$ cat src/bg_pkg.sv
`default_nettype none

package bg_pkg;

	// Pixel and bus widths
	typedef logic [3:0]  pix_t;       // One pixel or color nibble
	typedef logic [15:0] mem_addr_t;  // Word address on the memory channel
	typedef logic [15:0] mem_data_t;  // Four pixels with the leftmost in 15:12
	typedef logic [63:0] row_bits_t;  // One tile row of 16 pixels
	typedef logic [7:0]  color_t;     // Palette index sent to the display
	typedef logic [9:0]  coord_t;     // Display coordinate
	typedef logic [3:0]  reg_addr_t;  // Wishbone register address

	// Register map
	localparam reg_addr_t REG_CTRL     = 4'd0;
	localparam reg_addr_t REG_SCROLL_X = 4'd1;
	localparam reg_addr_t REG_SCROLL_Y = 4'd2;
	localparam reg_addr_t REG_MAP_BASE = 4'd3;
	localparam reg_addr_t REG_SET_BASE = 4'd4;

	// Renderer configuration as held by the register file
	typedef struct packed {
		logic        enable;
		logic [1:0]  map_pitch;  // Map row is 16 << map_pitch words
		logic        set_pitch;  // Set for 64 words per pixel row
		pix_t        pal_hi;
		logic [15:0] scroll_x;
		logic [15:0] scroll_y;
		mem_addr_t   map_base;
		mem_addr_t   set_base;
	} bg_cfg_t;

	// Tile fetcher FSM
	typedef enum logic [2:0] {
		f_idle,
		f_map_req,
		f_map_wait,
		f_row_req,
		f_row_wait,
		f_wait_blit
	} fetch_state_t;

endpackage

`default_nettype wire

$ cat src/tile_fetcher.sv
`timescale 1ns/1ns
`default_nettype none

module tile_fetcher (
	input  wire                    CLK,
	input  wire                    RSTb,
	input  wire                    V_tick,
	input  wire                    H_tick,
	input  wire bg_pkg::bg_cfg_t   cfg,
	output bg_pkg::mem_addr_t      memory_address,
	output logic                   rvalid,
	input  wire bg_pkg::mem_data_t memory_data,
	input  wire                    rready,
	output logic                   row_valid,
	output bg_pkg::row_bits_t      row_bits,
	input  wire                    row_ack
);

	localparam int TILES = 18;  // 272 pixels plus up to 15 of fine scroll

	bg_pkg::fetch_state_t state;
	bg_pkg::coord_t       line_cnt;
	bg_pkg::coord_t       fetch_line;
	logic [4:0]           tile_cnt;
	logic [1:0]           word_cnt;
	logic [7:0]           tile_idx;
	bg_pkg::row_bits_t    row_buf [2];
	logic [1:0]           full;
	logic                 wr_sel;  // Buffer being filled
	logic                 rd_sel;  // Buffer offered to the blitter
	bg_pkg::mem_addr_t    map_mask;
	bg_pkg::mem_addr_t    map_row;
	bg_pkg::mem_addr_t    map_col;
	bg_pkg::mem_addr_t    map_addr;
	bg_pkg::mem_addr_t    set_off;
	bg_pkg::mem_addr_t    row_addr;

	assign row_valid = full[rd_sel];
	assign row_bits  = row_buf[rd_sel];

	// Word addresses for the current tile
	always_comb
	begin
		map_mask = (bg_pkg::mem_addr_t'(16) << cfg.map_pitch) - 16'd1;
		map_row  = bg_pkg::mem_addr_t'(fetch_line[9:4]) << (3'd4 + cfg.map_pitch);
		map_col  = (bg_pkg::mem_addr_t'(cfg.scroll_x[15:4]) + bg_pkg::mem_addr_t'(tile_cnt))
			& map_mask;
		map_addr = cfg.map_base + map_row + map_col;
		if (cfg.set_pitch)  // 16 tiles across
			set_off = {2'b00, tile_idx[7:4], fetch_line[3:0], tile_idx[3:0], word_cnt};
		else                // 8 tiles across
			set_off = {2'b00, tile_idx[7:3], fetch_line[3:0], tile_idx[2:0], word_cnt};
		row_addr = cfg.set_base + set_off;
	end

	// Payload
	always_ff @(posedge CLK)
	begin
		if (state == bg_pkg::f_idle && H_tick)
			fetch_line <= line_cnt;
		if (state == bg_pkg::f_map_wait && rready)
			tile_idx <= memory_data[7:0];
		if (state == bg_pkg::f_row_wait && rready)
			row_buf[wr_sel] <= {row_buf[wr_sel][47:0], memory_data};  // First word ends on top
		if (state == bg_pkg::f_map_req)
			memory_address <= map_addr;
		else if (state == bg_pkg::f_row_req)
			memory_address <= row_addr;
	end

	always_ff @(posedge CLK)
	begin
		if (!RSTb)
		begin
			state    <= bg_pkg::f_idle;
			rvalid   <= 1'b0;
			line_cnt <= 10'd0;
			tile_cnt <= 5'd0;
			word_cnt <= 2'd0;
			full     <= 2'b00;
			wr_sel   <= 1'b0;
			rd_sel   <= 1'b0;
		end
		else
		begin
			if (V_tick)
				line_cnt <= cfg.scroll_y[9:0];
			else if (H_tick)
				line_cnt <= line_cnt + 10'd1;

			if (row_ack)
			begin
				full[rd_sel] <= 1'b0;
				rd_sel       <= ~rd_sel;
			end

			case (state)
				bg_pkg::f_idle:
					if (H_tick && cfg.enable)
					begin
						tile_cnt <= 5'd0;
						state    <= bg_pkg::f_map_req;
					end
				bg_pkg::f_map_req:
				begin
					rvalid <= 1'b1;
					state  <= bg_pkg::f_map_wait;
				end
				bg_pkg::f_map_wait:
					if (rready)
					begin
						rvalid   <= 1'b0;
						word_cnt <= 2'd0;
						state    <= full[wr_sel] ? bg_pkg::f_wait_blit : bg_pkg::f_row_req;
					end
				bg_pkg::f_wait_blit:
					if (!full[wr_sel])
						state <= bg_pkg::f_row_req;
				bg_pkg::f_row_req:
				begin
					rvalid <= 1'b1;
					state  <= bg_pkg::f_row_wait;
				end
				bg_pkg::f_row_wait:
					if (rready)
					begin
						rvalid   <= 1'b0;
						word_cnt <= word_cnt + 2'd1;
						if (word_cnt == 2'd3)
						begin
							// Row complete, hand it over
							full[wr_sel] <= 1'b1;
							wr_sel       <= ~wr_sel;
							tile_cnt     <= tile_cnt + 5'd1;
							if (tile_cnt == 5'(TILES - 1))
								state <= bg_pkg::f_idle;
							else
								state <= bg_pkg::f_map_req;
						end
						else
							state <= bg_pkg::f_row_req;
					end
				default:
					state <= bg_pkg::f_idle;
			endcase
		end
	end

endmodule

`default_nettype wire
$ cat config.mk
export PLATFORM = sky130hd
export DESIGN_NAME = tile_fetcher
export DESIGN_NICKNAME = d
export VERILOG_FILES = /design/src/bg_pkg.sv /design/src/tile_fetcher.sv
export SDC_FILE = /design/constraint.sdc
export NUM_CORES = 1
export LEC_CHECK = 0
export ABC_AREA = 1
export BUFFER_PORTS_ARGS = -buffer_cell sky130_fd_sc_hd__buf_2
export CAP_MARGIN = 10
export CORE_MARGIN = 2
export CORE_UTILIZATION = 49
export DETAILED_ROUTE_END_ITERATION = 8
export HOLD_SLACK_MARGIN = 0.05
export PLACE_DENSITY_LB_ADDON = 0.25
export SLEW_MARGIN = 40
export SYNTH_ARGS = -nofsm -noshare
export SYNTH_HDL_FRONTEND = slang
export SYNTH_SLANG_ARGS = --single-unit
$ cat constraint.sdc
create_clock -name CLK -period 4.15 [get_ports CLK]
set_clock_uncertainty 0.2 [all_clocks]
set_input_delay 0 -clock CLK [delete_from_list [all_inputs] [get_ports CLK]]
set_output_delay 0 -clock CLK [all_outputs]
set_load 0.005 [all_outputs]
==> results.yml <==
clock_tree:
  clk_latency_ns: 0.44
  htreeDepth: 4
  cts.clk_slew.worst_paths_ns: 0.08
  cts_root_buffer: "clkbuf_16"
  cts.sinks: 189
  cts_tree: "done"
  postCtsSetupBuffers: 0
  clock_path_buffers: 2
  cts_buffers: 17
global_route:
  grt_pass1_vias: 7764
  grt_pass1_wl_um: 37000
  grt_max_degree: 80
  grt-ovfl-total: 0
  grt_antenna_before_repair: 1
  grt_use_total: 0.213
routing:
  wl_per_cell_um: 13.8
  vias_per_cell: 4.91
  postRouteWirelength_um: 23200
  antenna_left: 0
  vias: 8232
  drtPass1Iterations: 5
  drt_iter0_drc: 519
  drc: 0
finish:
  layout_commonest_cell: "nand2_1"
  drive_above_1_share: 0.179
  layout.nets: 1535
  syn2layout_area_growth_pct: 24.4
  mostFrequentLayoutCells: "327 x nand2_1, 169 x inv_1, 162 x edfxtp_1"
hold_path:
  hold_path.class: "in -> reg"
sta:
  finalCriticalPeriod_ns: 3.76
  holdWs_ns: 0.0777
  fin_crit_sh: 0.906
  tns_ns: 0
  max_freq_mhz: 266
  hold_violations: 0
  slew-limit-headroom: 0.477
  worst_slack_ns: 0.390
  slew_viol_final: 0
  worst_pin_slew_ns: 0.784
  grt_setup_unrepaired: "no"
  finalSetupViolCount: 0
logic_synthesis:
  synth_top_area_frac: 0.470
  synth_seq_cells: 189
  seq_area_frac_synth: 0.522
  syn_nets: 1301
  syn_area_per_cell_sq_um: 8.97
  synth_area_sq_um: 10300
  netlist-cell-type-count: 42
  synth_area_leader_cell: "edfxtp_1"
  netlist_instances: 1153
  async_flop_share: 0
  synth_top_flop_cell: "edfxtp_1"
  synth_edf_count: 162
  yosysWarnings: 0
  synth_area_leaders: "edfxtp_1 47%, nand2_1 12%, inv_1 6.1%"
critical_path:
  slowest_stage: "fa_1"
  startpoint_type: "register"
  rrSetupSlack_ns: 0.39
  cp_common_cell: "nand2_1"
  path_max_fanout: 6
  critPathArrivalTime_ns: 3.75
  path_class: "reg -> reg"
  crit_chain: "ha_1 > inv_1 > fa_1 > nand3b_1 > nand2_1 > nand2_1 > nand2_1 > nand3_1 > nor2_1 > nor2_1 > nor2_1 > fa_1 > ha_4 > nand2_1 > nor2_1 > nand3_1 > nand3_1 > nand2_1 > nand3_1 > nand2_1"
  end_kind: "register"
  slowest_delay_ns: 0.50
  required_ns: 4.14
die:
  dieArea_sq_um: 22300
  chipWidth_um: 149
  boundaryPins: 176
  core_area_sq_um: 20900
  die_h_um: 149
  floorplan.rows: 53
  initial_core_util: 0.495
power:
  p_per_area_nw_per_um2: 462
  leakage_nw: 5.67
  worst_ir_drop_vdd_uv: 282
placement:
  dp_slack_ns: 0.285
  portBuffers: 161
  gp_congestion: 0.907
  dp_hpwl_um: 16900
flow_run:
  cap_violations: 0
outcome:
  status: "finished, final reports clean"
[sequential cells by signal, indices dropped and copies added, names as in the netlist, 3 cells and up, named ones only]
| name | flops |
|---|---|
| row_buf | 128 |
| memory_address | 16 |
| fetch_line | 10 |
| line_cnt | 10 |
| tile_idx | 8 |
| tile_cnt | 5 |
| state | 3 |
[cell type report]
type / count / area (sq um)
Fill cell: 1803 / 8020
Inverter: 175 / 662
Clock buffer: 17 / 425
Sequential cell: 189 / 5410
Tap cell: 275 / 344
Multi-Input combinational cell: 756 / 4160
Clock inverter: 15 / 215
Timing Repair Buffer: 248 / 1650
Antenna cell: 1 / 2.50
[per-stage QoR]
step | area, sq um | instances | util | power, mW
floorplan | 10300 | 1153 | - | 3.66
global placement | 11400 | 1565 | 0.547 | 4.12
detailed placement | 11400 | 1565 | 0.547 | 4.16
CTS | 12900 | 1675 | 0.615 | 5.97
global route | 12900 | 1675 | 0.616 | 6.33
finish | 12900 | 1676 | 0.616 | 5.95
[cell families after synthesis]
| family | count (synthesis) | share of synthesized area |
|---|---|---|
| AO/OA/AOI/OAI | 190 | 0.0957 |
| flip-flops | 189 | 0.522 |
| multiplexers | 21 | 0.0225 |
| other | 1 | 0.000362 |
| adder cells (fa/ha/maj) | 54 | 0.0740 |
| XOR/XNOR | 16 | 0.0135 |
| buffers and inverters | 208 | 0.0785 |
| AND/OR/NAND/NOR | 474 | 0.193 |
[path summary, 6_finish.rpt]
check        cells after the start                 end      startpoint
min                              2       row_buf[0][8]  memory_data[8]
max                             20  memory_address[12]     tile_cnt[0]
max reg2reg                     20  memory_address[12]     tile_cnt[0]
min reg2reg                      2             full[0]         full[0]
[metal layers]
metal,wire length [um],up-vias,part of all wire,global-route usage
met2,11000,193,0.48,0.358
met1,10900,3754,0.47,0.288
met4,199,0,0.0086,0.0510
met3,1080,20,0.047,0.0364
met5,0,-,0,0
li1,-,4265,-,-
[critical path, delay by kind of cell, from the launching register on]
kind	cells	cell delay, ns
fa+ha+maj	4	1.39
simple gates	15	1.51
flops	1	0.38
buf+inv	1	0.05
[synth_stat cells (6+ instances only)]
master,number
a21oi_1,45
buf_2,12
clkbuf_1,14
dfxtp_1,27
edfxtp_1,162
fa_1,12
ha_1,42
inv_1,169
mux2_2,18
nand2_1,327
nand3_1,53
nand3b_1,6
nand4_1,6
nor2_1,62
nor3_1,6
o21ai_0,126
xor2_1,11
[what timing repair did]
item                                    4_1_cts  5_1_grt
endpoints found under the setup margin        0        3
hold buffers                                 78        0
endpoints found under the hold margin        92        0
resized for setup                             0        2
[where the power goes]
part / leakage (nW) / internal [mW] / total [mW] / switching (mW)
Sequential: 1.70 / 2.32 / 2.43 / 0.106
Clock: 0.309 / 0.852 / 1.73 / 0.873
Combinational: 3.66 / 0.709 / 1.79 / 1.09
Power figures use the tool's default switching activity.
