==> src/bg_pkg.sv <==
`default_nettype none

package bg_pkg;

	// Pixel and bus widths
	typedef logic [3:0]  pix_t;       // One pixel or color nibble
	typedef logic [15:0] mem_addr_t;  // Word address on the memory channel
	typedef logic [15:0] mem_data_t;  // Four pixels with the leftmost in 15:12
	typedef logic [63:0] row_bits_t;  // One tile row of 16 pixels
	typedef logic [7:0]  color_t;     // Palette index sent to the display
	typedef logic [9:0]  coord_t;     // Display coordinate
	typedef logic [3:0]  reg_addr_t;  // Wishbone register address

	// Register map
	localparam reg_addr_t REG_CTRL     = 4'd0;
	localparam reg_addr_t REG_SCROLL_X = 4'd1;
	localparam reg_addr_t REG_SCROLL_Y = 4'd2;
	localparam reg_addr_t REG_MAP_BASE = 4'd3;
	localparam reg_addr_t REG_SET_BASE = 4'd4;

	// Renderer configuration as held by the register file
	typedef struct packed {
		logic        enable;
		logic [1:0]  map_pitch;  // Map row is 16 << map_pitch words
		logic        set_pitch;  // Set for 64 words per pixel row
		pix_t        pal_hi;
		logic [15:0] scroll_x;
		logic [15:0] scroll_y;
		mem_addr_t   map_base;
		mem_addr_t   set_base;
	} bg_cfg_t;

	// Tile fetcher FSM
	typedef enum logic [2:0] {
		f_idle,
		f_map_req,
		f_map_wait,
		f_row_req,
		f_row_wait,
		f_wait_blit
	} fetch_state_t;

endpackage

`default_nettype wire

==> src/scanline_blitter.sv <==
`timescale 1ns/1ns
`default_nettype none

module scanline_blitter #(
	parameter bg_pkg::coord_t H_START = 10'd48,
	parameter bg_pkg::coord_t H_END   = 10'd320
) (
	input  wire                    CLK,
	input  wire                    RSTb,
	input  wire                    H_tick,
	input  wire bg_pkg::bg_cfg_t   cfg,
	input  wire                    row_valid,
	input  wire bg_pkg::row_bits_t row_bits,
	output logic                   row_ack,
	output logic                   wr_en,
	output bg_pkg::coord_t         wr_addr,
	output bg_pkg::pix_t           wr_pix
);

	localparam bg_pkg::coord_t ACTIVE_W = H_END - H_START;

	bg_pkg::row_bits_t shift;
	logic [4:0]        pix_cnt;   // Pixels left in shift
	logic [3:0]        skip_cnt;  // Fine scroll pixels still to drop
	bg_pkg::coord_t    wr_pos;
	logic              emit;

	assign emit = (pix_cnt != 5'd0);

	// Take a new row as the last pixel leaves, so output never stalls
	assign row_ack = row_valid && (pix_cnt <= 5'd1) && !H_tick;

	// Past the active width the rows are still taken but dropped
	assign wr_en   = emit && (skip_cnt == 4'd0) && (wr_pos < ACTIVE_W);
	assign wr_addr = wr_pos;
	assign wr_pix  = shift[63:60];

	always_ff @(posedge CLK)
	begin
		if (row_ack)
			shift <= row_bits;
		else if (emit)
			shift <= {shift[59:0], 4'h0};
	end

	always_ff @(posedge CLK)
	begin
		if (!RSTb)
		begin
			pix_cnt  <= 5'd0;
			skip_cnt <= 4'd0;
			wr_pos   <= 10'd0;
		end
		else if (H_tick)
		begin
			pix_cnt  <= 5'd0;
			skip_cnt <= cfg.scroll_x[3:0];
			wr_pos   <= 10'd0;
		end
		else
		begin
			if (emit)
			begin
				if (skip_cnt != 4'd0)
					skip_cnt <= skip_cnt - 4'd1;
				else if (wr_pos < ACTIVE_W)
					wr_pos <= wr_pos + 10'd1;
			end
			if (row_ack)
				pix_cnt <= 5'd16;
			else if (emit)
				pix_cnt <= pix_cnt - 5'd1;
		end
	end

endmodule

`default_nettype wire

==> config.mk <==
export PLATFORM = sky130hd
export DESIGN_NAME = scanline_blitter
export DESIGN_NICKNAME = d
export VERILOG_FILES = /design/src/bg_pkg.sv /design/src/scanline_blitter.sv
export SDC_FILE = /design/constraint.sdc
export NUM_CORES = 1
export LEC_CHECK = 0
export BUFFER_PORTS_ARGS = -buffer_cell sky130_fd_sc_hd__buf_2
export CAP_MARGIN = 20
export CORE_UTILIZATION = 53
export CTS_BUF_LIST = sky130_fd_sc_hd__clkbuf_4
export CTS_CLUSTER_DIAMETER = 120
export DETAILED_ROUTE_END_ITERATION = 10
export GPL_TIMING_DRIVEN = 0
export PLACE_DENSITY = 0.93
export SLEW_MARGIN = 20
export SYNTH_ARGS = -nofsm -noshare
export SYNTH_HDL_FRONTEND = slang
export SYNTH_SLANG_ARGS = --single-unit
==> constraint.sdc <==
create_clock -name CLK -period 7.4 [get_ports CLK]
set_input_delay 1.11 -clock CLK [delete_from_list [all_inputs] [get_ports CLK]]
set_output_delay 1.11 -clock CLK [all_outputs]
set_load 0.01 [all_outputs]
==> flow_metrics.py, run 1 <==
metrics = {
    "final_layout": {
        "layout_common_cells": "nand2_1, buf_2, edfxtp_1",
        "mostFrequentLayoutCell": "nand2_1",
        "area.growth.synth_to_final_pct": 19.23,
        "antennaDiodeCount": 0,
        "drive_gt1_frac": 0.2500,
        "fin_nets": 621,
        "num-fill-cells": 557,
    },
    "global_routing": {
        "grt_max_degree": 58,
        "grt_pass1_wl_mm": 11.90,
        "gr-total-overflow": 0,
        "grt_pass1_vias": 2714,
        "antenna_found_initial": 0,
        "track_usage": 0.2100,
    },
    "critical_path": {
        "critPathKind": "input pin to primary output",
        "crit_fanout": 10,
        "cp_slowest_stage_delay_ns": 0.35,
        "critPathLaunch": "H_tick",
        "cp.required_ns": 6.29,
        "worstSetupEndpointType": "primary output",
        "r2r_end": "shift[8]$_DFFE_PP_",
        "critPathLaunchType": "input pin",
        "critPathArrivalTime_ns": 2.57,
        "reg2reg_depth": 7,
        "cp-endpoint": "row_ack",
        "rr_startpoint": "pix_cnt[1]$_SDFFE_PP0P_",
        "crit_top_cell": "buf_2",
        "cp_cell_sequence": "buf_2 -> nor2b_1 -> nand3_1 -> clkinv_1 -> clkbuf_1 -> buf_2",
        "critical-path-slowest-cell": "nand3_1",
        "rrSetupSlack_ns": 4.96,
    },
    "logic_synthesis": {
        "ys_seq_elements": 83,
        "synthesis.area_um2": 3727,
        "ys_seq_area_frac": 0.6177,
        "ys_types": 39,
        "ys.flop_type": "edfxtp_1",
        "synth-edff-count": 64,
        "syn_area_per_cell_um2": 9.913,
        "syn_inst": 376,
        "synthArstFlopShare": 0,
        "synth_fp_nets": 522,
        "ys_warn_count": 0,
    },
    "job": {
        "drv_cap": 0,
    },
    "floorplan": {
        "dieHeight_um": 85.86,
        "core_um2": 6794,
        "num_rows": 30,
        "die_w_um": 85.86,
        "dieArea_um2": 7372,
        "initial_core_util": 0.5486,
        "io_pins": 156,
    },
    "routing": {
        "detail_route.wl_per_cell_um": 12.38,
        "drc_errors": 0,
        "drtAntennaViolNets": 0,
        "drt-initial-drc-count": 162,
        "routed_wl_mm": 7.128,
        "vias": 2874,
        "vias_per_cell": 4.990,
        "first_pass_iters": 4,
    },
    "clocking": {
        "cts_buffers": 9,
        "postCtsSetupBuffers": 0,
        "cts_tree": "done",
        "cts.clk_slew.worst_paths_ns": 0.14,
        "cts_buffer_depth": 2,
        "cts_resized": 0,
        "clock_sinks": 83,
        "postCtsHoldBufs": 0,
        "clk_root_buffer_cell": "clkbuf_4",
        "clk_latency_ns": 0.43,
        "cts_max_level": 3,
    },
    "power": {
        "p_per_area_nw_per_um2": 374.6,
        "ir_worst_vdd_uv": 228.5,
        "p_leak_uw": 0.002041,
        "power_uw": 1665,
    },
    "placement": {
        "dp_hpwl_mm": 5.101,
        "io_buffer_count": 87,
        "place_congestion": 0.8011,
    },
    "sta": {
        "slew_headroom": 0.5569,
        "max_clock_freq_mhz": 271.6,
        "rsz0062_at_grt": "no",
        "worstMarginPinSlew_ns": 0.6630,
        "final.min_clock_period_ns": 3.682,
        "skew_ns": 0.02791,
        "hold_violations": 0,
        "fin_crit_sh": 0.4975,
        "maxSlewViolCount": 0,
        "finalSetupTns_ns": 0,
        "setup_viol": 0,
    },
    "hold_path": {
        "hold_path_class": "register to register",
    },
    "outcome": {
        "status": "completed",
    },
}
cells by family (layout without fill, tap and decap cells):
family,Yosys count,count (layout),synth area share
muxes,4,4,0.01108
DFF,83,83,0.6177
buffers and inverters,26,130,0.03222
xor gates and xnor gates,7,7,0.01645
AOI/OAI and AO/OA,19,19,0.03625
and+or+nand+nor,231,231,0.2662
adders and majority gates,6,6,0.02014
critical path: cells and delay by family:
kind / cells / cell delay [ns]
buffers and inverters: 4 / 0.97
and+or+nand+nor: 2 / 0.48
power by group:
part / switching [uW] / total, uW / leakage [uW] / internal [uW]
Combinational: 353 / 555 / 0.00121 / 202
Sequential: 62.1 / 880 / 0.000775 / 818
Clock: 160 / 230 / 0.0000562 / 69.9
how the worst min path moves through the flow:
| stage | startpoint | endpoint | slack (ns) | cells past startpoint |
|---|---|---|---|---|
| after global routing | shift[56]$_DFFE_PP_ | shift[60]$_DFFE_PP_ | 0.55 | 2 |
| after floorplan | shift[6]$_DFFE_PP_ | shift[10]$_DFFE_PP_ | 0.49 | 2 |
| final | shift[54]$_DFFE_PP_ | shift[58]$_DFFE_PP_ | 0.52 | 2 |
| after detailed placement | shift[41]$_DFFE_PP_ | shift[45]$_DFFE_PP_ | 0.50 | 2 |
| after CTS | shift[20]$_DFFE_PP_ | shift[24]$_DFFE_PP_ | 0.53 | 2 |
| after global placement | shift[25]$_DFFE_PP_ | shift[29]$_DFFE_PP_ | 0.49 | 2 |
layer usage:
layer / track usage / share of wire / up-vias
li1: - / - / 1456
met1: 0.2672 / 0.43 / 1310
met2: 0.3492 / 0.49 / 95
met3: 0.03850 / 0.057 / 13
met4: 0.09848 / 0.020 / 0
met5: 0 / 0 / -
cells in the mapped netlist (2+ instances only):
master,n,area (um2)
a31oi_1,2,12.51
nor2b_1,3,18.77
nand4_1,2,12.51
nand3_1,6,30.03
nand2_1,187,701.9
nor4_1,2,12.51
inv_1,6,22.52
nor3_1,3,15.01
dfxtp_1,19,380.4
xor2_1,2,17.52
clkbuf_1,11,41.29
or3_1,2,12.51
o21ai_0,6,30.03
mux2i_1,3,30.03
a21oi_1,5,25.02
xnor2_1,5,43.79
o211ai_1,2,15.01
nor2_1,9,33.78
edfxtp_1,64,1922
and2_1,5,31.28
buf_4,5,37.54
buf_2,3,15.01
ha_1,6,75.07
or4_1,3,22.52
registers in the layout, indices dropped and copies added, names as in the netlist:
| name | flops |
|---|---|
| wr_addr | 10 |
| shift | 64 |
| pix_cnt | 5 |
| skip_cnt | 4 |
layout make-up:
class / count / area [um2] / area share
well taps: 96 / 120.1 / 0.02703
plain buffers: 19 / 93.84 / 0.02111
clock inverters: 7 / 52.55 / 0.01182
repair buffers: 88 / 462.9 / 0.1042
clock buffers: 9 / 67.56 / 0.01520
multi-input cells: 267 / 1319 / 0.2967
inverters: 7 / 26.28 / 0.005912
flip-flops and latches: 83 / 2302 / 0.5180
per-stage QoR:
step / hold slack [ns] / util / worst slack, ns / cell area (um2) / std cells
after CTS: 0.5306 / 0.6532 / 3.670 / 4438 / 576
after detailed placement: 0.5011 / 0.6355 / 3.671 / 4318 / 560
after floorplan: 0.4905 / - / 3.881 / 3727 / 376
after global routing: 0.5453 / 0.6541 / 3.568 / 4444 / 576
after global placement: 0.4931 / 0.6304 / 2.899 / 4283 / 559
final: 0.5241 / 0.6541 / 3.718 / 4444 / 576
(Power assumes the default switching activity.)
==> run 2, diff against run 1 <==
--- a/config.mk
+++ b/config.mk
@@ -7,12 +7,12 @@
 export LEC_CHECK = 0
 export BUFFER_PORTS_ARGS = -buffer_cell sky130_fd_sc_hd__buf_2
 export CAP_MARGIN = 20
-export CORE_UTILIZATION = 53
+export CORE_UTILIZATION = 50
 export CTS_BUF_LIST = sky130_fd_sc_hd__clkbuf_4
 export CTS_CLUSTER_DIAMETER = 120
 export DETAILED_ROUTE_END_ITERATION = 10
 export GPL_TIMING_DRIVEN = 0
-export PLACE_DENSITY = 0.93
+export PLACE_DENSITY = 0.89
 export SLEW_MARGIN = 20
 export SYNTH_ARGS = -nofsm -noshare
 export SYNTH_HDL_FRONTEND = slang
==> constraint.sdc (replaced) <==
create_clock -name CLK -period 3.7 [get_ports CLK]
set_input_delay 0.555 -clock CLK [delete_from_list [all_inputs] [get_ports CLK]]
set_output_delay 0.555 -clock CLK [all_outputs]
set_load 0.01 [all_outputs]
==> flow_metrics.py, run 2 (synthesized netlist as in run 1, its figures left out) <==
metrics = {
    "outcome": {
        "status": "completed",
    },
    "clocking": {
        "cts_resized": 0,
        "cts_buffers": 9,
        "clk_root_buffer_cell": "clkbuf_4",
        "cts_max_level": 3,
        "clk_latency_ns": 0.41,
        "cts_buffer_depth": 2,
        "clock_sinks": 83,
        "cts_tree": "done",
        "postCtsHoldBufs": 0,
        "postCtsSetupBuffers": 0,
        "cts.clk_slew.worst_paths_ns": 0.13,
    },
    "global_routing": {
        "gr-total-overflow": 0,
        "grt_pass1_vias": 2600,
        "grt_pass1_wl_mm": 11.46,
        "grt_max_degree": 61,
        "antenna_found_initial": 0,
        "track_usage": 0.1934,
    },
    "sta": {
        "rsz0062_at_grt": "no",
        "skew_ns": 0.01514,
        "fin_crit_sh": 0.7885,
        "setup_viol": 0,
        "finalSetupTns_ns": 0,
        "max_clock_freq_mhz": 342.8,
        "worstMarginPinSlew_ns": 0.7025,
        "worst_slack_ns": 0.7825,
        "hold_violations": 0,
        "maxSlewViolCount": 0,
        "slew_headroom": 0.5304,
        "hold_ws_ns": 0.3846,
        "final.min_clock_period_ns": 2.918,
    },
    "final_layout": {
        "multi_input_area_um2": 1319,
        "ff_latch_area_um2": 2302,
        "antennaDiodeCount": 0,
        "regMostFlops": "shift",
        "num-fill-cells": 605,
        "mostFrequentLayoutCell": "nand2_1",
        "layout_common_cells": "nand2_1, buf_2, edfxtp_1",
        "largest_register_ffs": 64,
        "fin_nets": 621,
        "area.growth.synth_to_final_pct": 19.81,
        "drive_gt1_frac": 0.2521,
    },
    "floorplan": {
        "num_rows": 31,
        "die_w_um": 88.34,
        "dieArea_um2": 7804,
        "dieHeight_um": 88.34,
        "core_um2": 7214,
        "io_pins": 156,
        "initial_core_util": 0.5166,
    },
    "critical_path": {
        "critPathKind": "register to primary output",
        "cp_slowest_stage_delay_ns": 0.39,
        "critPathArrivalTime_ns": 2.36,
        "critical-path-slowest-cell": "dfxtp_1",
        "critPathLaunchType": "register",
        "rrSetupSlack_ns": 1.38,
        "r2r_end": "shift[10]$_DFFE_PP_",
        "cp_cell_sequence": "inv_1 -> ha_1 -> o21bai_1 -> nand3_1 -> clkinv_1 -> clkbuf_1 -> buf_2",
        "worstSetupEndpointType": "primary output",
        "rr_startpoint": "pix_cnt[1]$_SDFFE_PP0P_",
        "reg2reg_depth": 7,
        "crit_fanout": 10,
        "cp.required_ns": 3.14,
    },
    "power": {
        "p_per_area_nw_per_um2": 757.1,
        "ir_worst_vdd_uv": 422.6,
        "p_leak_uw": 0.002058,
    },
    "routing": {
        "vias": 2835,
        "detail_route.wl_per_cell_um": 12.40,
        "drtAntennaViolNets": 0,
        "routed_wl_mm": 7.178,
        "first_pass_iters": 4,
        "drt-initial-drc-count": 176,
        "vias_per_cell": 4.896,
        "drc_errors": 0,
    },
    "hold_path": {
        "whs_path_depth": 3,
        "min_to": "skip_cnt[1]$_SDFFE_PN0P_",
        "holdCritStartpoint": "cfg[49]",
        "hold_path_class": "input pin to register",
    },
    "placement": {
        "place_congestion": 0.8196,
        "io_buffer_count": 87,
        "pre_cts_ws_ns": 1.035,
        "dp_hpwl_mm": 5.168,
    },
    "job": {
        "drv_cap": 0,
    },
}
run 2: through the flow:
step	power (uW)	cells	util	area [um2]
after floorplan	2547	376	-	3727
after global placement	2797	562	0.5942	4287
after detailed placement	2893	563	0.5990	4322
after CTS	3407	579	0.6181	4459
after global routing	3627	579	0.6190	4466
final	3381	579	0.6190	4466
run 2: how the worst max path moves through the flow:
stage / from / endpoint / slack (ns)
finish: pix_cnt[1]$_SDFFE_PP0P_ / row_ack / 0.78
CTS: pix_cnt[1]$_SDFFE_PP0P_ / row_ack / 0.71
detailed placement: H_tick / row_ack / 1.03
global placement: pix_cnt[0]$_SDFFE_PP0P_ / shift[1]$_SDFFCE_PN0P_ / -0.23
floorplan: pix_cnt[0]$_SDFFE_PP0P_ / shift[0]$_SDFFCE_PN0P_ / 0.63
global route: pix_cnt[1]$_SDFFE_PP0P_ / row_ack / 0.57
run 2: cell type report:
cell class	count	share of cell area
Multi-Input combinational cell	267	0.2953
Clock buffer	11	0.01849
Tap cell	99	0.02774
Timing Repair Buffer	88	0.1037
Buffer	19	0.02101
Clock inverter	5	0.01233
Inverter	7	0.005884
Sequential cell	83	0.5156
run 2: metal layers:
layer	global-route usage	part of all wire	wire, um
met4	0.08065	0.014	104
met3	0.03638	0.059	427
met2	0.3329	0.50	3566
met1	0.2400	0.43	3079
met5	0	0	0
run 2: power breakdown:
group | switching, uW | internal, uW | total (uW)
clock network | 301 | 219 | 521
registers | 129 | 1640 | 1770
logic | 690 | 404 | 1090
run 2: worst max-delay path: cells and delay by family (launching register included):
kind	cells	cell delay, ns
and+or+nand+nor	1	0.35
adders and majority gates	1	0.17
AOI/OAI and AO/OA	1	0.14
DFF	1	0.39
buffers and inverters	4	0.90
