===== config.mk =====
export PLATFORM = sky130hd
export DESIGN_NAME = bg_regs
export DESIGN_NICKNAME = d
export VERILOG_FILES = /design/src/bg_pkg.sv /design/src/bg_regs.sv
export SDC_FILE = /design/constraint.sdc
export NUM_CORES = 1
export LEC_CHECK = 0
export BUFFER_PORTS_ARGS = -buffer_cell sky130_fd_sc_hd__buf_2
export CORE_MARGIN = 5
export CORE_UTILIZATION = 46
export DETAILED_ROUTE_END_ITERATION = 16
export GPL_ROUTABILITY_DRIVEN = 0
export GPL_TIMING_DRIVEN = 0
export PLACE_DENSITY = 0.76
export SETUP_SLACK_MARGIN = 0.15
export SLEW_MARGIN = 40
export SYNTH_ARGS = -nofsm -noshare
export SYNTH_HDL_FRONTEND = slang
export SYNTH_SLANG_ARGS = --single-unit

===== constraint.sdc =====
create_clock -name CLK -period 1.8 [get_ports CLK]
set_clock_uncertainty 0.15 [all_clocks]
set_input_delay 0.27 -clock CLK [delete_from_list [all_inputs] [get_ports CLK]]
set_output_delay 0.27 -clock CLK [all_outputs]
set_load 0.02 [all_outputs]

===== src/bg_pkg.sv =====
`default_nettype none

package bg_pkg;

	// Pixel and bus widths
	typedef logic [3:0]  pix_t;       // One pixel or color nibble
	typedef logic [15:0] mem_addr_t;  // Word address on the memory channel
	typedef logic [15:0] mem_data_t;  // Four pixels with the leftmost in 15:12
	typedef logic [63:0] row_bits_t;  // One tile row of 16 pixels
	typedef logic [7:0]  color_t;     // Palette index sent to the display
	typedef logic [9:0]  coord_t;     // Display coordinate
	typedef logic [3:0]  reg_addr_t;  // Wishbone register address

	// Register map
	localparam reg_addr_t REG_CTRL     = 4'd0;
	localparam reg_addr_t REG_SCROLL_X = 4'd1;
	localparam reg_addr_t REG_SCROLL_Y = 4'd2;
	localparam reg_addr_t REG_MAP_BASE = 4'd3;
	localparam reg_addr_t REG_SET_BASE = 4'd4;

	// Renderer configuration as held by the register file
	typedef struct packed {
		logic        enable;
		logic [1:0]  map_pitch;  // Map row is 16 << map_pitch words
		logic        set_pitch;  // Set for 64 words per pixel row
		pix_t        pal_hi;
		logic [15:0] scroll_x;
		logic [15:0] scroll_y;
		mem_addr_t   map_base;
		mem_addr_t   set_base;
	} bg_cfg_t;

	// Tile fetcher FSM
	typedef enum logic [2:0] {
		f_idle,
		f_map_req,
		f_map_wait,
		f_row_req,
		f_row_wait,
		f_wait_blit
	} fetch_state_t;

endpackage

`default_nettype wire


===== src/bg_regs.sv =====
`timescale 1ns/1ns
`default_nettype none

module bg_regs (
	input  wire                    CLK,
	input  wire                    RSTb,
	input  wire                    wb_cyc,
	input  wire                    wb_stb,
	input  wire                    wb_we,
	input  wire bg_pkg::reg_addr_t wb_adr,
	input  wire bg_pkg::mem_data_t wb_dat_w,
	output bg_pkg::mem_data_t      wb_dat_r,
	output logic                   wb_ack,
	output bg_pkg::bg_cfg_t        cfg
);

	logic              access;
	bg_pkg::mem_data_t rd_mux;

	// New strobe only, so each access gets a single ack
	assign access = wb_cyc && wb_stb && !wb_ack;

	always_comb
	begin
		case (wb_adr)
			bg_pkg::REG_CTRL:
				rd_mux = {8'h00, cfg.pal_hi, cfg.set_pitch, cfg.map_pitch, cfg.enable};
			bg_pkg::REG_SCROLL_X:
				rd_mux = cfg.scroll_x;
			bg_pkg::REG_SCROLL_Y:
				rd_mux = cfg.scroll_y;
			bg_pkg::REG_MAP_BASE:
				rd_mux = cfg.map_base;
			bg_pkg::REG_SET_BASE:
				rd_mux = cfg.set_base;
			default:
				rd_mux = 16'h0000;  // Unmapped
		endcase
	end

	always_ff @(posedge CLK)
	begin
		if (!RSTb)
		begin
			wb_ack   <= 1'b0;
			wb_dat_r <= 16'h0000;
			cfg      <= '0;
		end
		else
		begin
			wb_ack <= access;
			if (access)
				wb_dat_r <= rd_mux;
			// Write lands on the same edge that raises ack
			if (access && wb_we)
			begin
				case (wb_adr)
					bg_pkg::REG_CTRL:
					begin
						cfg.enable    <= wb_dat_w[0];
						cfg.map_pitch <= wb_dat_w[2:1];
						cfg.set_pitch <= wb_dat_w[3];
						cfg.pal_hi    <= wb_dat_w[7:4];
					end
					bg_pkg::REG_SCROLL_X:
						cfg.scroll_x <= wb_dat_w;
					bg_pkg::REG_SCROLL_Y:
						cfg.scroll_y <= wb_dat_w;
					bg_pkg::REG_MAP_BASE:
						cfg.map_base <= wb_dat_w;
					bg_pkg::REG_SET_BASE:
						cfg.set_base <= wb_dat_w;
					default:
						;
				endcase
			end
		end
	end

endmodule

`default_nettype wire


==> results of run 1 <==
## cells by family after synthesis
group,Yosys count,share of synthesized area [%]
buffers and inverters,33,4.20
multiplexers,64,17.3
AND/OR/NAND/NOR,115,17.7
AO/OA/AOI/OAI,74,13.3
flip-flops,89,47.5
## power by group through the flow
stage	Clock, mW	Sequential, mW	Combinational, mW
floorplan	0	2.03	0.125
global placement	0	2.03	0.228
detailed placement	0	2.03	0.232
CTS	1.30	1.98	0.249
global route	1.36	1.98	0.285
finish	1.30	1.98	0.269
## per-layer routing
| layer | vias up | global-route usage (%) | part of all wire (%) |
|---|---|---|---|
| li1 | 1609 | - | - |
| met1 | 1702 | 29.9 | 41 |
| met2 | 184 | 34.3 | 46 |
| met5 | - | 0 | 0 |
| met3 | 28 | 3.96 | 9.1 |
| met4 | 0 | 10.2 | 3.0 |
## sequential cells by signal (all words and copies together) (netlist names)
signal / flops
wb_ack: 1
cfg: 72
wb_dat_r: 16
## stage by stage
step / setup TNS, ns / std cells / area, sq um
floorplan: 0 / 375 / 3780
global placement: -10.70 / 591 / 4470
detailed placement: -13.99 / 591 / 4470
CTS: 0 / 611 / 4810
global route: -0.00413 / 619 / 5030
finish: 0 / 619 / 5030
## worst paths after layout
kind                  to  slack (ns)  depth (start not counted)
min reg2reg  wb_dat_r[4]        0.31                          2
min               cfg[9]        0.02                          3
max              cfg[28]        0.08                          7
max reg2reg      cfg[28]        0.08                          7
## cells in the final DEF (no fill, tap or decap), types with 2 or more instances in the layout
cell	instances
sky130_fd_sc_hd__buf_6	6
sky130_fd_sc_hd__nand4b_1	2
sky130_fd_sc_hd__mux2_2	8
sky130_fd_sc_hd__clkinv_2	2
sky130_fd_sc_hd__nand3_1	15
sky130_fd_sc_hd__nand2_1	24
sky130_fd_sc_hd__buf_8	3
sky130_fd_sc_hd__buf_2	113
sky130_fd_sc_hd__dfxtp_1	88
sky130_fd_sc_hd__o22ai_1	8
sky130_fd_sc_hd__clkbuf_16	2
sky130_fd_sc_hd__o21ai_2	2
sky130_fd_sc_hd__a22o_1	16
sky130_fd_sc_hd__clkbuf_1	10
sky130_fd_sc_hd__a222oi_1	7
sky130_fd_sc_hd__o21ai_1	10
sky130_fd_sc_hd__a22oi_1	10
sky130_fd_sc_hd__clkbuf_8	12
sky130_fd_sc_hd__buf_4	10
sky130_fd_sc_hd__nor2b_1	51
sky130_fd_sc_hd__buf_12	6
sky130_fd_sc_hd__clkbuf_2	5
sky130_fd_sc_hd__mux2i_1	55
sky130_fd_sc_hd__nand3_2	10
sky130_fd_sc_hd__o21ai_0	21
sky130_fd_sc_hd__and3b_1	2
## worst register-to-register path, stage by stage (launching register included)
cell and delay [ns]:
sky130_fd_sc_hd__dfxtp_2 0.32, sky130_fd_sc_hd__and3b_1 0.21, sky130_fd_sc_hd__clkbuf_8 0.15, sky130_fd_sc_hd__and4_1 0.21, sky130_fd_sc_hd__buf_6 0.16, sky130_fd_sc_hd__buf_12 0.14, sky130_fd_sc_hd__mux2i_1 0.21, sky130_fd_sc_hd__nor2b_1 0.07
## cell usage after synthesis
library cell               instances
sky130_fd_sc_hd__a222oi_1          7
sky130_fd_sc_hd__a22o_1           16
sky130_fd_sc_hd__a22oi_1          10
sky130_fd_sc_hd__and2_1            1
sky130_fd_sc_hd__and3b_1           2
sky130_fd_sc_hd__and4_1            1
sky130_fd_sc_hd__buf_1             1
sky130_fd_sc_hd__buf_2             6
sky130_fd_sc_hd__buf_4             1
sky130_fd_sc_hd__buf_6             3
sky130_fd_sc_hd__clkbuf_1         22
sky130_fd_sc_hd__dfxtp_1          89
sky130_fd_sc_hd__mux2_2            8
sky130_fd_sc_hd__mux2i_1          56
sky130_fd_sc_hd__nand2_1          24
sky130_fd_sc_hd__nand3_1          25
sky130_fd_sc_hd__nand3b_1          1
sky130_fd_sc_hd__nand4b_1          2
sky130_fd_sc_hd__nor2_1            2
sky130_fd_sc_hd__nor2b_1          51
sky130_fd_sc_hd__nor3b_1           1
sky130_fd_sc_hd__nor3b_4           1
sky130_fd_sc_hd__nor4_2            1
sky130_fd_sc_hd__nor4bb_1          1
sky130_fd_sc_hd__o21ai_0          31
sky130_fd_sc_hd__o21ai_1           2
sky130_fd_sc_hd__o22ai_1           8
sky130_fd_sc_hd__or2_2             1
sky130_fd_sc_hd__or3b_2            1
## cell type report
type / count / area, sq um / area share (%)
buffer: 33 / 278 / 5.52
clock inverter: 4 / 26.3 / 0.522
multi-input combinational: 253 / 1910 / 38.0
tap: 105 / 131 / 2.61
sequential: 89 / 1780 / 35.4
clock buffer: 12 / 155 / 3.08
timing repair buffer: 123 / 746 / 14.8
## repair_timing
action | in CTS | in global routing
gates cloned | 1 | 3
hold buffers | 0 | 0
endpoints found under the setup margin | 73 | 80
setup buffers | 3 | 5
pin swaps | 1 | 3
gates resized for setup | 24 | 61
==> results.yml, run 1 <==
outcome:
  status: "complete, no violations"
die:
  die-height_um: 100
  die_area_sq_um: 10100
  core-area_sq_um: 8090
  initial_utilization_pct: 46.4
  rows: 33
  io_pins: 114
  fp.dieW_um: 100
yosys:
  synthesis_warnings: 0
  synth_area_sq_um: 3750
  syn_nets: 400
  synthesis.instances: 375
  avgSynthCellArea_sq_um: 10.0
  synth_seq_area_share_pct: 47.5
  yosys.area.top_type_share_pct: 47.5
  yosys.area.top_type: "sky130_fd_sc_hd__dfxtp_1"
  netlist_top_cells_area: "sky130_fd_sc_hd__dfxtp_1, sky130_fd_sc_hd__mux2i_1, sky130_fd_sc_hd__nor2b_1"
  ys_seq_elements: 89
  synth_cell_types: 29
hold_path:
  min_from: "wb_dat_w[9]"
  hold_class: "in -> reg"
routing:
  postRouteAntennaNets: 0
  drc: 0
  route.final.wire_length_um: 11800
  vias: 3523
  post_drt_wl_per_cell_um: 19.1
  starting_drt_drc_count: 302
  drt-pass1-iter-count: 6
  viasPerCell: 5.69
final_layout:
  final_nets: 534
  fin_util_pct: 62.2
  n_antenna_cell: 0
  n_fill_cell: 676
  drive_above_1_share_pct: 37.0
  areaGrowthSynthToFinish_pct: 34.0
grt:
  antenna_found_initial: 0
  grt_first_pass_wirelength_um: 17100
  grt_remaining_overflow: 0
  grt_max_degree: 15
  first_global_vias: 3173
  grt.total_usage_pct: 22.1
power:
  power_frac_seq_pct: 55.9
  total_switching_power_mw: 0.889
  design_power_total_mw: 3.54
  power.density_cell_area_nw_per_um2: 705
  fraction_of_power_spent_switching_nets_pct: 25.1
  internal_power_mw: 2.66
  clkPwrFrac_pct: 36.6
  p_comb_share_pct: 7.6
  irDropWorstVdd_mv: 0.325
  cellLeakagePower_nw: 2.19
placement:
  detailedPlace.worstSlack_ns: -0.422
  buffer_ports.inserted: 111
  place.detailed.hpwl_um: 8060
worst_setup_path:
  required_arrival_time_at_the_worst_endpoint_ns: 1.92
  critical_path_buf_inv_count: 3
  critical-path-slowest-cell: "sky130_fd_sc_hd__dfxtp_2"
  worst-setup-path-type: "reg -> reg"
  startpoint: "wb_ack"
  worst_setup_path_start_kind: "register"
  cp-end-kind: "register"
  critical_path_arrival_ns: 1.84
  worstPathMaxFanout: 7
  max_stage_delay_ns: 0.32
  crit_path_cell_trace: "and3b_1 -> clkbuf_8 -> and4_1 -> buf_6 -> buf_12 -> mux2i_1 -> nor2b_1"
  timing.critical_path.max_delay_family: "simple AND/OR/NAND/NOR gates"
  worstReg2RegStart: "wb_ack"
sta:
  timing_hold_violations_final: 0
  finalHoldWorstSlack_ns: 0.0176
  final_critical_path_setup_slack_ns: 0.0788
  finalSetupViolCount: 0
  max_slew.worst_pin.slew_ns: 0.577
  slew_headroom_pct: 61.3
  finalCriticalPeriod_ns: 1.72
  rsz_0062_raised_after_global_routing: "true"
  timing.fmax_mhz: 581
  fin_crit_sh_pct: 95.6
  maxSlewViolCount: 0
clocking:
  cts-root-to-sink-buffers: 2
  h-tree-depth: 3
  clkTransAtPathRegs_ns: 0.09
  cts_num_sinks: 89
  worstSkewPairLatency_ns: 0.37
  total_cts_buffers: 9
  cts.root.buffer_cell: "sky130_fd_sc_hd__clkbuf_8"
  cts_tree: "done"
run:
  max-cap-violations: 0
(Power assumes the default switching activity.)
==> inputs of run 2 (changes only) <==
Settings changed: BUFFER_PORTS_ARGS -buffer_cell sky130_fd_sc_hd__buf_2 to default, CORE_UTILIZATION 46 to 51, DONT_BUFFER_PORTS from default to 1, PLACE_DENSITY 0.76 to 0.69.
==> run 2 against run 1 <==
  * The flow now finishes with violations (negative setup slack)
  * Worst setup slack worse by 0.13 ns
  * Non-clock buffer count down 91
  * Flip-flop and latch count unchanged
  * Maximum frequency down 7.1%
  * Global-route usage up 2.6 points
  * Via count down 13%
  * Die area down 8.8%
  * Largest power group unchanged
==> results.yml, run 2 (synthesis gave the netlist of run 1 again) <==
outcome:
  status: "complete, but fails checks"
  violations: "negative setup slack"
placement:
  dpl-instance-area_sq_um: 3910
  place.detailed.hpwl_um: 7740
  buffer_ports.inserted: 0
run:
  max-cap-violations: 0
power:
  power.density_cell_area_nw_per_um2: 758
  irDropWorstVdd_mv: 0.400
  cellLeakagePower_nw: 1.69
  design_power_total_mw: 3.53
clocking:
  cts_tree: "done"
  clkTransAtPathRegs_ns: 0.09
  cts_num_sinks: 89
  total_cts_buffers: 9
  cts-root-to-sink-buffers: 2
  worstSkewPairLatency_ns: 0.36
  cts.root.buffer_cell: "sky130_fd_sc_hd__clkbuf_8"
  h-tree-depth: 3
sta:
  maxSlewViolCount: 0
  max_slew.worst_pin.slew_ns: 0.640
  slew_headroom_pct: 57.1
  fin_crit_sh_pct: 103
  final_critical_path_setup_slack_ns: -0.0531
  finalSetupViolCount: 7
  timing_hold_violations_final: 0
  finalCriticalPeriod_ns: 1.85
  rsz_0062_raised_after_global_routing: "true"
  timing.fmax_mhz: 540
die:
  die-height_um: 95.8
  io_pins: 114
  initial_utilization_pct: 52.0
  fp.dieW_um: 95.8
  core-area_sq_um: 7210
  die_area_sq_um: 9180
  rows: 31
routing:
  drt-pass1-iter-count: 5
  post_drt_wl_per_cell_um: 22.7
  route.final.wire_length_um: 11900
  postRouteAntennaNets: 0
  vias: 3079
  drc: 0
  starting_drt_drc_count: 264
  viasPerCell: 5.90
hold_path:
  min_from: "wb_adr[3]"
  hold-path-cell-count: 2
  hold-path-endpoint: "wb_dat_r[4]"
  hold_class: "in -> reg"
final_layout:
  mostFrequentLayoutCells: "sky130_fd_sc_hd__dfxtp_1, sky130_fd_sc_hd__mux2i_1, sky130_fd_sc_hd__nor2b_1"
  n_antenna_cell: 0
  fin_util_pct: 64.5
  drive_above_1_share_pct: 18.4
  finalInstanceArea_sq_um: 4650
  number_of_flip_flops_under_the_largest_register_name: 72
  largest-register: "cfg"
  biggestRegsByFlops: "cfg (72), wb_dat_r (16), wb_ack (1)"
  n_fill_cell: 645
  layout.cells.most_common: "sky130_fd_sc_hd__dfxtp_1"
  areaGrowthSynthToFinish_pct: 23.9
  final_nets: 443
worst_setup_path:
  worstReg2RegStart: "wb_ack"
  rr_endpoint: "cfg[32]"
  r2r_slack_ns: -0.05
  worst_setup_path_start_kind: "register"
  worst-r2r-cell-count: 7
  crit_path_cell_trace: "and3b_1 -> clkbuf_8 -> nor4bb_4 -> buf_6 -> buf_8 -> mux2i_1 -> nor2b_1"
  required_arrival_time_at_the_worst_endpoint_ns: 1.91
  critical-path-slowest-cell: "sky130_fd_sc_hd__dfxtp_4"
  timing.critical_path.max_delay_family: "simple AND/OR/NAND/NOR gates"
  max_stage_delay_ns: 0.38
  cp-end-kind: "register"
  worstPathMaxFanout: 6
  critical_path_buf_inv_count: 3
  worst-setup-path-type: "reg -> reg"
  critical_path_arrival_ns: 1.96
grt:
  grt_remaining_overflow: 0
  grt_max_degree: 16
  first_global_vias: 2967
  grt.total_usage_pct: 24.7
  antenna_found_initial: 0
  grt_first_pass_wirelength_um: 17000
## run 2: cell types whose count changed in the layout (fill, tap and decap cells not counted), moves of 5 or more
cell / delta
sky130_fd_sc_hd__buf_2: -113
sky130_fd_sc_hd__o21ai_0: +5
sky130_fd_sc_hd__buf_6: +5
sky130_fd_sc_hd__nand3_1: +10
sky130_fd_sc_hd__nand2_2: +5
sky130_fd_sc_hd__nand2_1: -5
sky130_fd_sc_hd__dlygate4sd3_1: +16
sky130_fd_sc_hd__nand3_2: -10
## run 2: layer usage
metal,part of all wire (%),vias to the layer above,global-route usage [%],routed length [um]
met3,11,17,10.0,1330
met5,0,-,0,0
met2,48,158,38.4,5660
met4,1.3,0,8.41,153
li1,-,1431,-,-
met1,40,1473,31.0,4730
## run 2: final cells by class
class,instances,area (sq um),share of cell area (%)
Buffer,33,299,6.43
Multi-Input combinational cell,253,1870,40.1
Tap cell,99,124,2.66
Timing Repair Buffer,32,395,8.50
Sequential cell,89,1790,38.4
Clock inverter,6,43.8,0.942
Clock buffer,10,138,2.96
## run 2: through the flow
stage | setup TNS (ns) | setup slack (ns) | cells | hold slack [ns]
after detailed placement | -9.60 | -0.296 | 474 | 0.270
after floorplan | 0 | 0.0814 | 375 | 0.260
after CTS | -0.0172 | -0.0145 | 512 | 0.109
after global placement | -8.32 | -0.285 | 474 | 0.264
after global routing | -0.967 | -0.0738 | 522 | 0.135
final | -0.128 | -0.0531 | 522 | 0.105
## run 2: worst reg2reg max path, stage by stage (launching register included)
cell and delay, ns:
sky130_fd_sc_hd__dfxtp_4 0.38, sky130_fd_sc_hd__and3b_1 0.23, sky130_fd_sc_hd__clkbuf_8 0.15, sky130_fd_sc_hd__nor4bb_4 0.22
sky130_fd_sc_hd__buf_6 0.19, sky130_fd_sc_hd__buf_8 0.14, sky130_fd_sc_hd__mux2i_1 0.22, sky130_fd_sc_hd__nor2b_1 0.08
## run 2: timing repair
action	CTS	global route
endpoints found under the hold margin	72	0
endpoints found under the setup margin	76	82
gates resized for setup	40	32
pin swaps	7	8
hold buffers	16	0
buffers inserted	5	5
cloned	1	5
## run 2: power breakdown
| part | total [mW] | switching, mW | internal, mW | leakage [nW] |
|---|---|---|---|---|
| logic | 0.261 | 0.147 | 0.114 | 0.891 |
| clock network | 1.28 | 0.739 | 0.538 | 0.0805 |
| registers | 1.99 | 0.0156 | 1.97 | 0.718 |
## run 2: worst max path at each step
stage / startpoint / slack, ns / cells past startpoint / end
detailed placement: wb_adr[2] / -0.30 / 7 / wb_dat_r[8]
floorplan: wb_ack / 0.08 / 7 / cfg[37]
CTS: wb_ack / -0.01 / 7 / cfg[41]
finish: wb_ack / -0.05 / 7 / cfg[32]
global placement: wb_adr[2] / -0.28 / 7 / wb_dat_r[7]
global route: wb_ack / -0.07 / 7 / cfg[41]
==> inputs of run 3 (changes only) <==
Settings changed: CELL_PAD_IN_SITES_DETAIL_PLACEMENT from default to 1, CELL_PAD_IN_SITES_GLOBAL_PLACEMENT from default to 1, CORE_UTILIZATION 51 to 42, PLACE_DENSITY 0.69 to default, PLACE_DENSITY_LB_ADDON from default to 0.1, SKIP_LAST_GASP from default to 1.
==> run 3 against run 2 <==
  * The flow now finishes without violations
  * Global-route usage decreased by 2.0 points
  * Die area increased by 19%
  * Sequential power about the same
  * Maximum frequency increased by 4.3%
  * Critical endpoint is now cfg[24]
  * Largest cell class unchanged
  * Largest power group unchanged
==> results.yml, run 3 (synthesis gave the netlist of run 1 again) <==
outcome:
  status: "complete, no violations"
worst_setup_path:
  crit_path_cell_trace: "and3b_1 -> clkbuf_8 -> and4_1 -> buf_6 -> buf_12 -> mux2i_1 -> nor2b_1"
  worstPathMaxFanout: 6
  critical-path-slowest-cell: "sky130_fd_sc_hd__dfxtp_4"
  critical_path_buf_inv_count: 3
  worst-setup-path-type: "reg -> reg"
  worst_setup_path_start_kind: "register"
  cp-end-kind: "register"
  required_arrival_time_at_the_worst_endpoint_ns: 1.91
  timing.critical_path.max_delay_family: "simple AND/OR/NAND/NOR gates"
  max_stage_delay_ns: 0.38
  critical_path_arrival_ns: 1.89
sta:
  maxSlewViolCount: 0
  finalHoldWorstSlack_ns: 0.107
  finalCriticalPeriod_ns: 1.78
  rsz_0062_raised_after_global_routing: "true"
  final_critical_path_setup_slack_ns: 0.0236
  timing_hold_violations_final: 0
  finalSetupViolCount: 0
  slew_headroom_pct: 56.3
  max_slew.worst_pin.slew_ns: 0.655
  fin_crit_sh_pct: 98.7
  timing.fmax_mhz: 563
final_layout:
  finalInstanceArea_sq_um: 4710
  fin_util_pct: 54.0
  mostFrequentLayoutCells: "sky130_fd_sc_hd__dfxtp_1, sky130_fd_sc_hd__nor2b_1, sky130_fd_sc_hd__mux2i_1"
  largest-register: "cfg"
  n_antenna_cell: 0
  biggestRegsByFlops: "cfg (72), wb_dat_r (16), wb_ack (1)"
  layout.cells.most_common: "sky130_fd_sc_hd__dfxtp_1"
  drive_above_1_share_pct: 21.5
  areaGrowthSynthToFinish_pct: 25.6
  final_nets: 443
  number_of_flip_flops_under_the_largest_register_name: 72
clocking:
  total_cts_buffers: 9
  cts_num_sinks: 89
  worstSkewPairLatency_ns: 0.37
  cts_tree: "done"
  clkTransAtPathRegs_ns: 0.09
  h-tree-depth: 3
  cts-root-to-sink-buffers: 2
  cts.root.buffer_cell: "sky130_fd_sc_hd__clkbuf_8"
power:
  power_frac_seq_pct: 55.5
  total_switching_power_mw: 0.954
  clkPwrFrac_pct: 37.0
  irDropWorstVdd_mv: 0.432
  power.density_cell_area_nw_per_um2: 760
  cellLeakagePower_nw: 1.69
  p_comb_share_pct: 7.5
  internal_power_mw: 2.63
  fraction_of_power_spent_switching_nets_pct: 26.6
grt:
  first_global_vias: 3110
  grt_max_degree: 16
  grt.total_usage_pct: 22.7
  grt_first_pass_wirelength_um: 19300
  grt_remaining_overflow: 0
  antenna_found_initial: 0
hold_path:
  hold_class: "in -> reg"
routing:
  viasPerCell: 5.84
  route.final.wire_length_um: 13000
  vias: 3100
  starting_drt_drc_count: 137
  post_drt_wl_per_cell_um: 24.5
  postRouteAntennaNets: 0
  drt-pass1-iter-count: 4
  drc: 0
placement:
  buffer_ports.inserted: 0
  dpl-instance-area_sq_um: 3930
  place.detailed.hpwl_um: 8680
  detailedPlace.worstSlack_ns: -0.400
die:
  die_area_sq_um: 10900
  io_pins: 114
  core-area_sq_um: 8720
  initial_utilization_pct: 43.0
  fp.dieW_um: 105
  die-height_um: 105
  rows: 34
run:
  max-cap-violations: 0
## run 3: cell types whose count changed in the layout (fill, tap and decap cells not counted), moves of 3 or more
cell                      previous run  this run
sky130_fd_sc_hd__o21ai_1             7        16
sky130_fd_sc_hd__o21ai_2             0         3
sky130_fd_sc_hd__nand3_2             0        12
sky130_fd_sc_hd__o21ai_0            26        14
sky130_fd_sc_hd__nand3_1            25        13
sky130_fd_sc_hd__nand2_2             5         0
sky130_fd_sc_hd__mux2i_2             3         6
sky130_fd_sc_hd__nand2_1            19        24
sky130_fd_sc_hd__mux2i_1            53        50
## run 3: final cells by class
class	instances	area, sq um
fillers	968	4010
multi-input cells	253	1930
flip-flops and latches	89	1790
repair buffers	32	393
plain buffers	33	285
clock buffers	10	138
well taps	108	135
clock inverters	6	42.5
## run 3: power groups by stage
stage                     clock, mW  sequential, mW  combinational (mW)
final                          1.32            1.99               0.268
after global routing           1.41            1.99               0.285
after CTS                      1.33            1.99               0.243
after detailed placement          0            2.04               0.183
after global placement            0            2.04               0.178
after floorplan                   0            2.03               0.125
## run 3: stage by stage
| step | power, mW | cells | setup TNS [ns] |
|---|---|---|---|
| floorplan | 2.16 | 375 | 0 |
| global placement | 2.21 | 483 | -11.72 |
| detailed placement | 2.22 | 483 | -13.31 |
| CTS | 3.56 | 523 | -0.0106 |
| global route | 3.69 | 531 | -0.790 |
| finish | 3.58 | 531 | 0 |
## run 3: per-layer routing
metal | part of all wire, % | up-vias | global-route usage (%)
li1 | - | 1437 | -
met1 | 44 | 1547 | 31.5
met2 | 46 | 105 | 34.1
met3 | 8.7 | 11 | 6.78
met4 | 1.2 | 0 | 6.48
met5 | 0 | - | 0
## run 3: repair_timing
item / 4_1_cts / 5_1_grt
pin swaps: 3 / 5
endpoints found under the hold margin: 72 / 0
hold buffers: 16 / 0
resized for setup: 33 / 57
cloned: 1 / 3
buffers inserted: 7 / 5
setup endpoints to repair: 88 / 88
## run 3: final timing paths
kind | start | endpoint | slack, ns | cells after the start
worst min-delay path | wb_adr[3] | wb_dat_r[2] | 0.11 | 2
worst max register to register | wb_ack | cfg[24] | 0.02 | 7
worst min register to register | wb_dat_r[6] | wb_dat_r[6] | 0.40 | 2
worst max-delay path | wb_ack | cfg[24] | 0.02 | 7
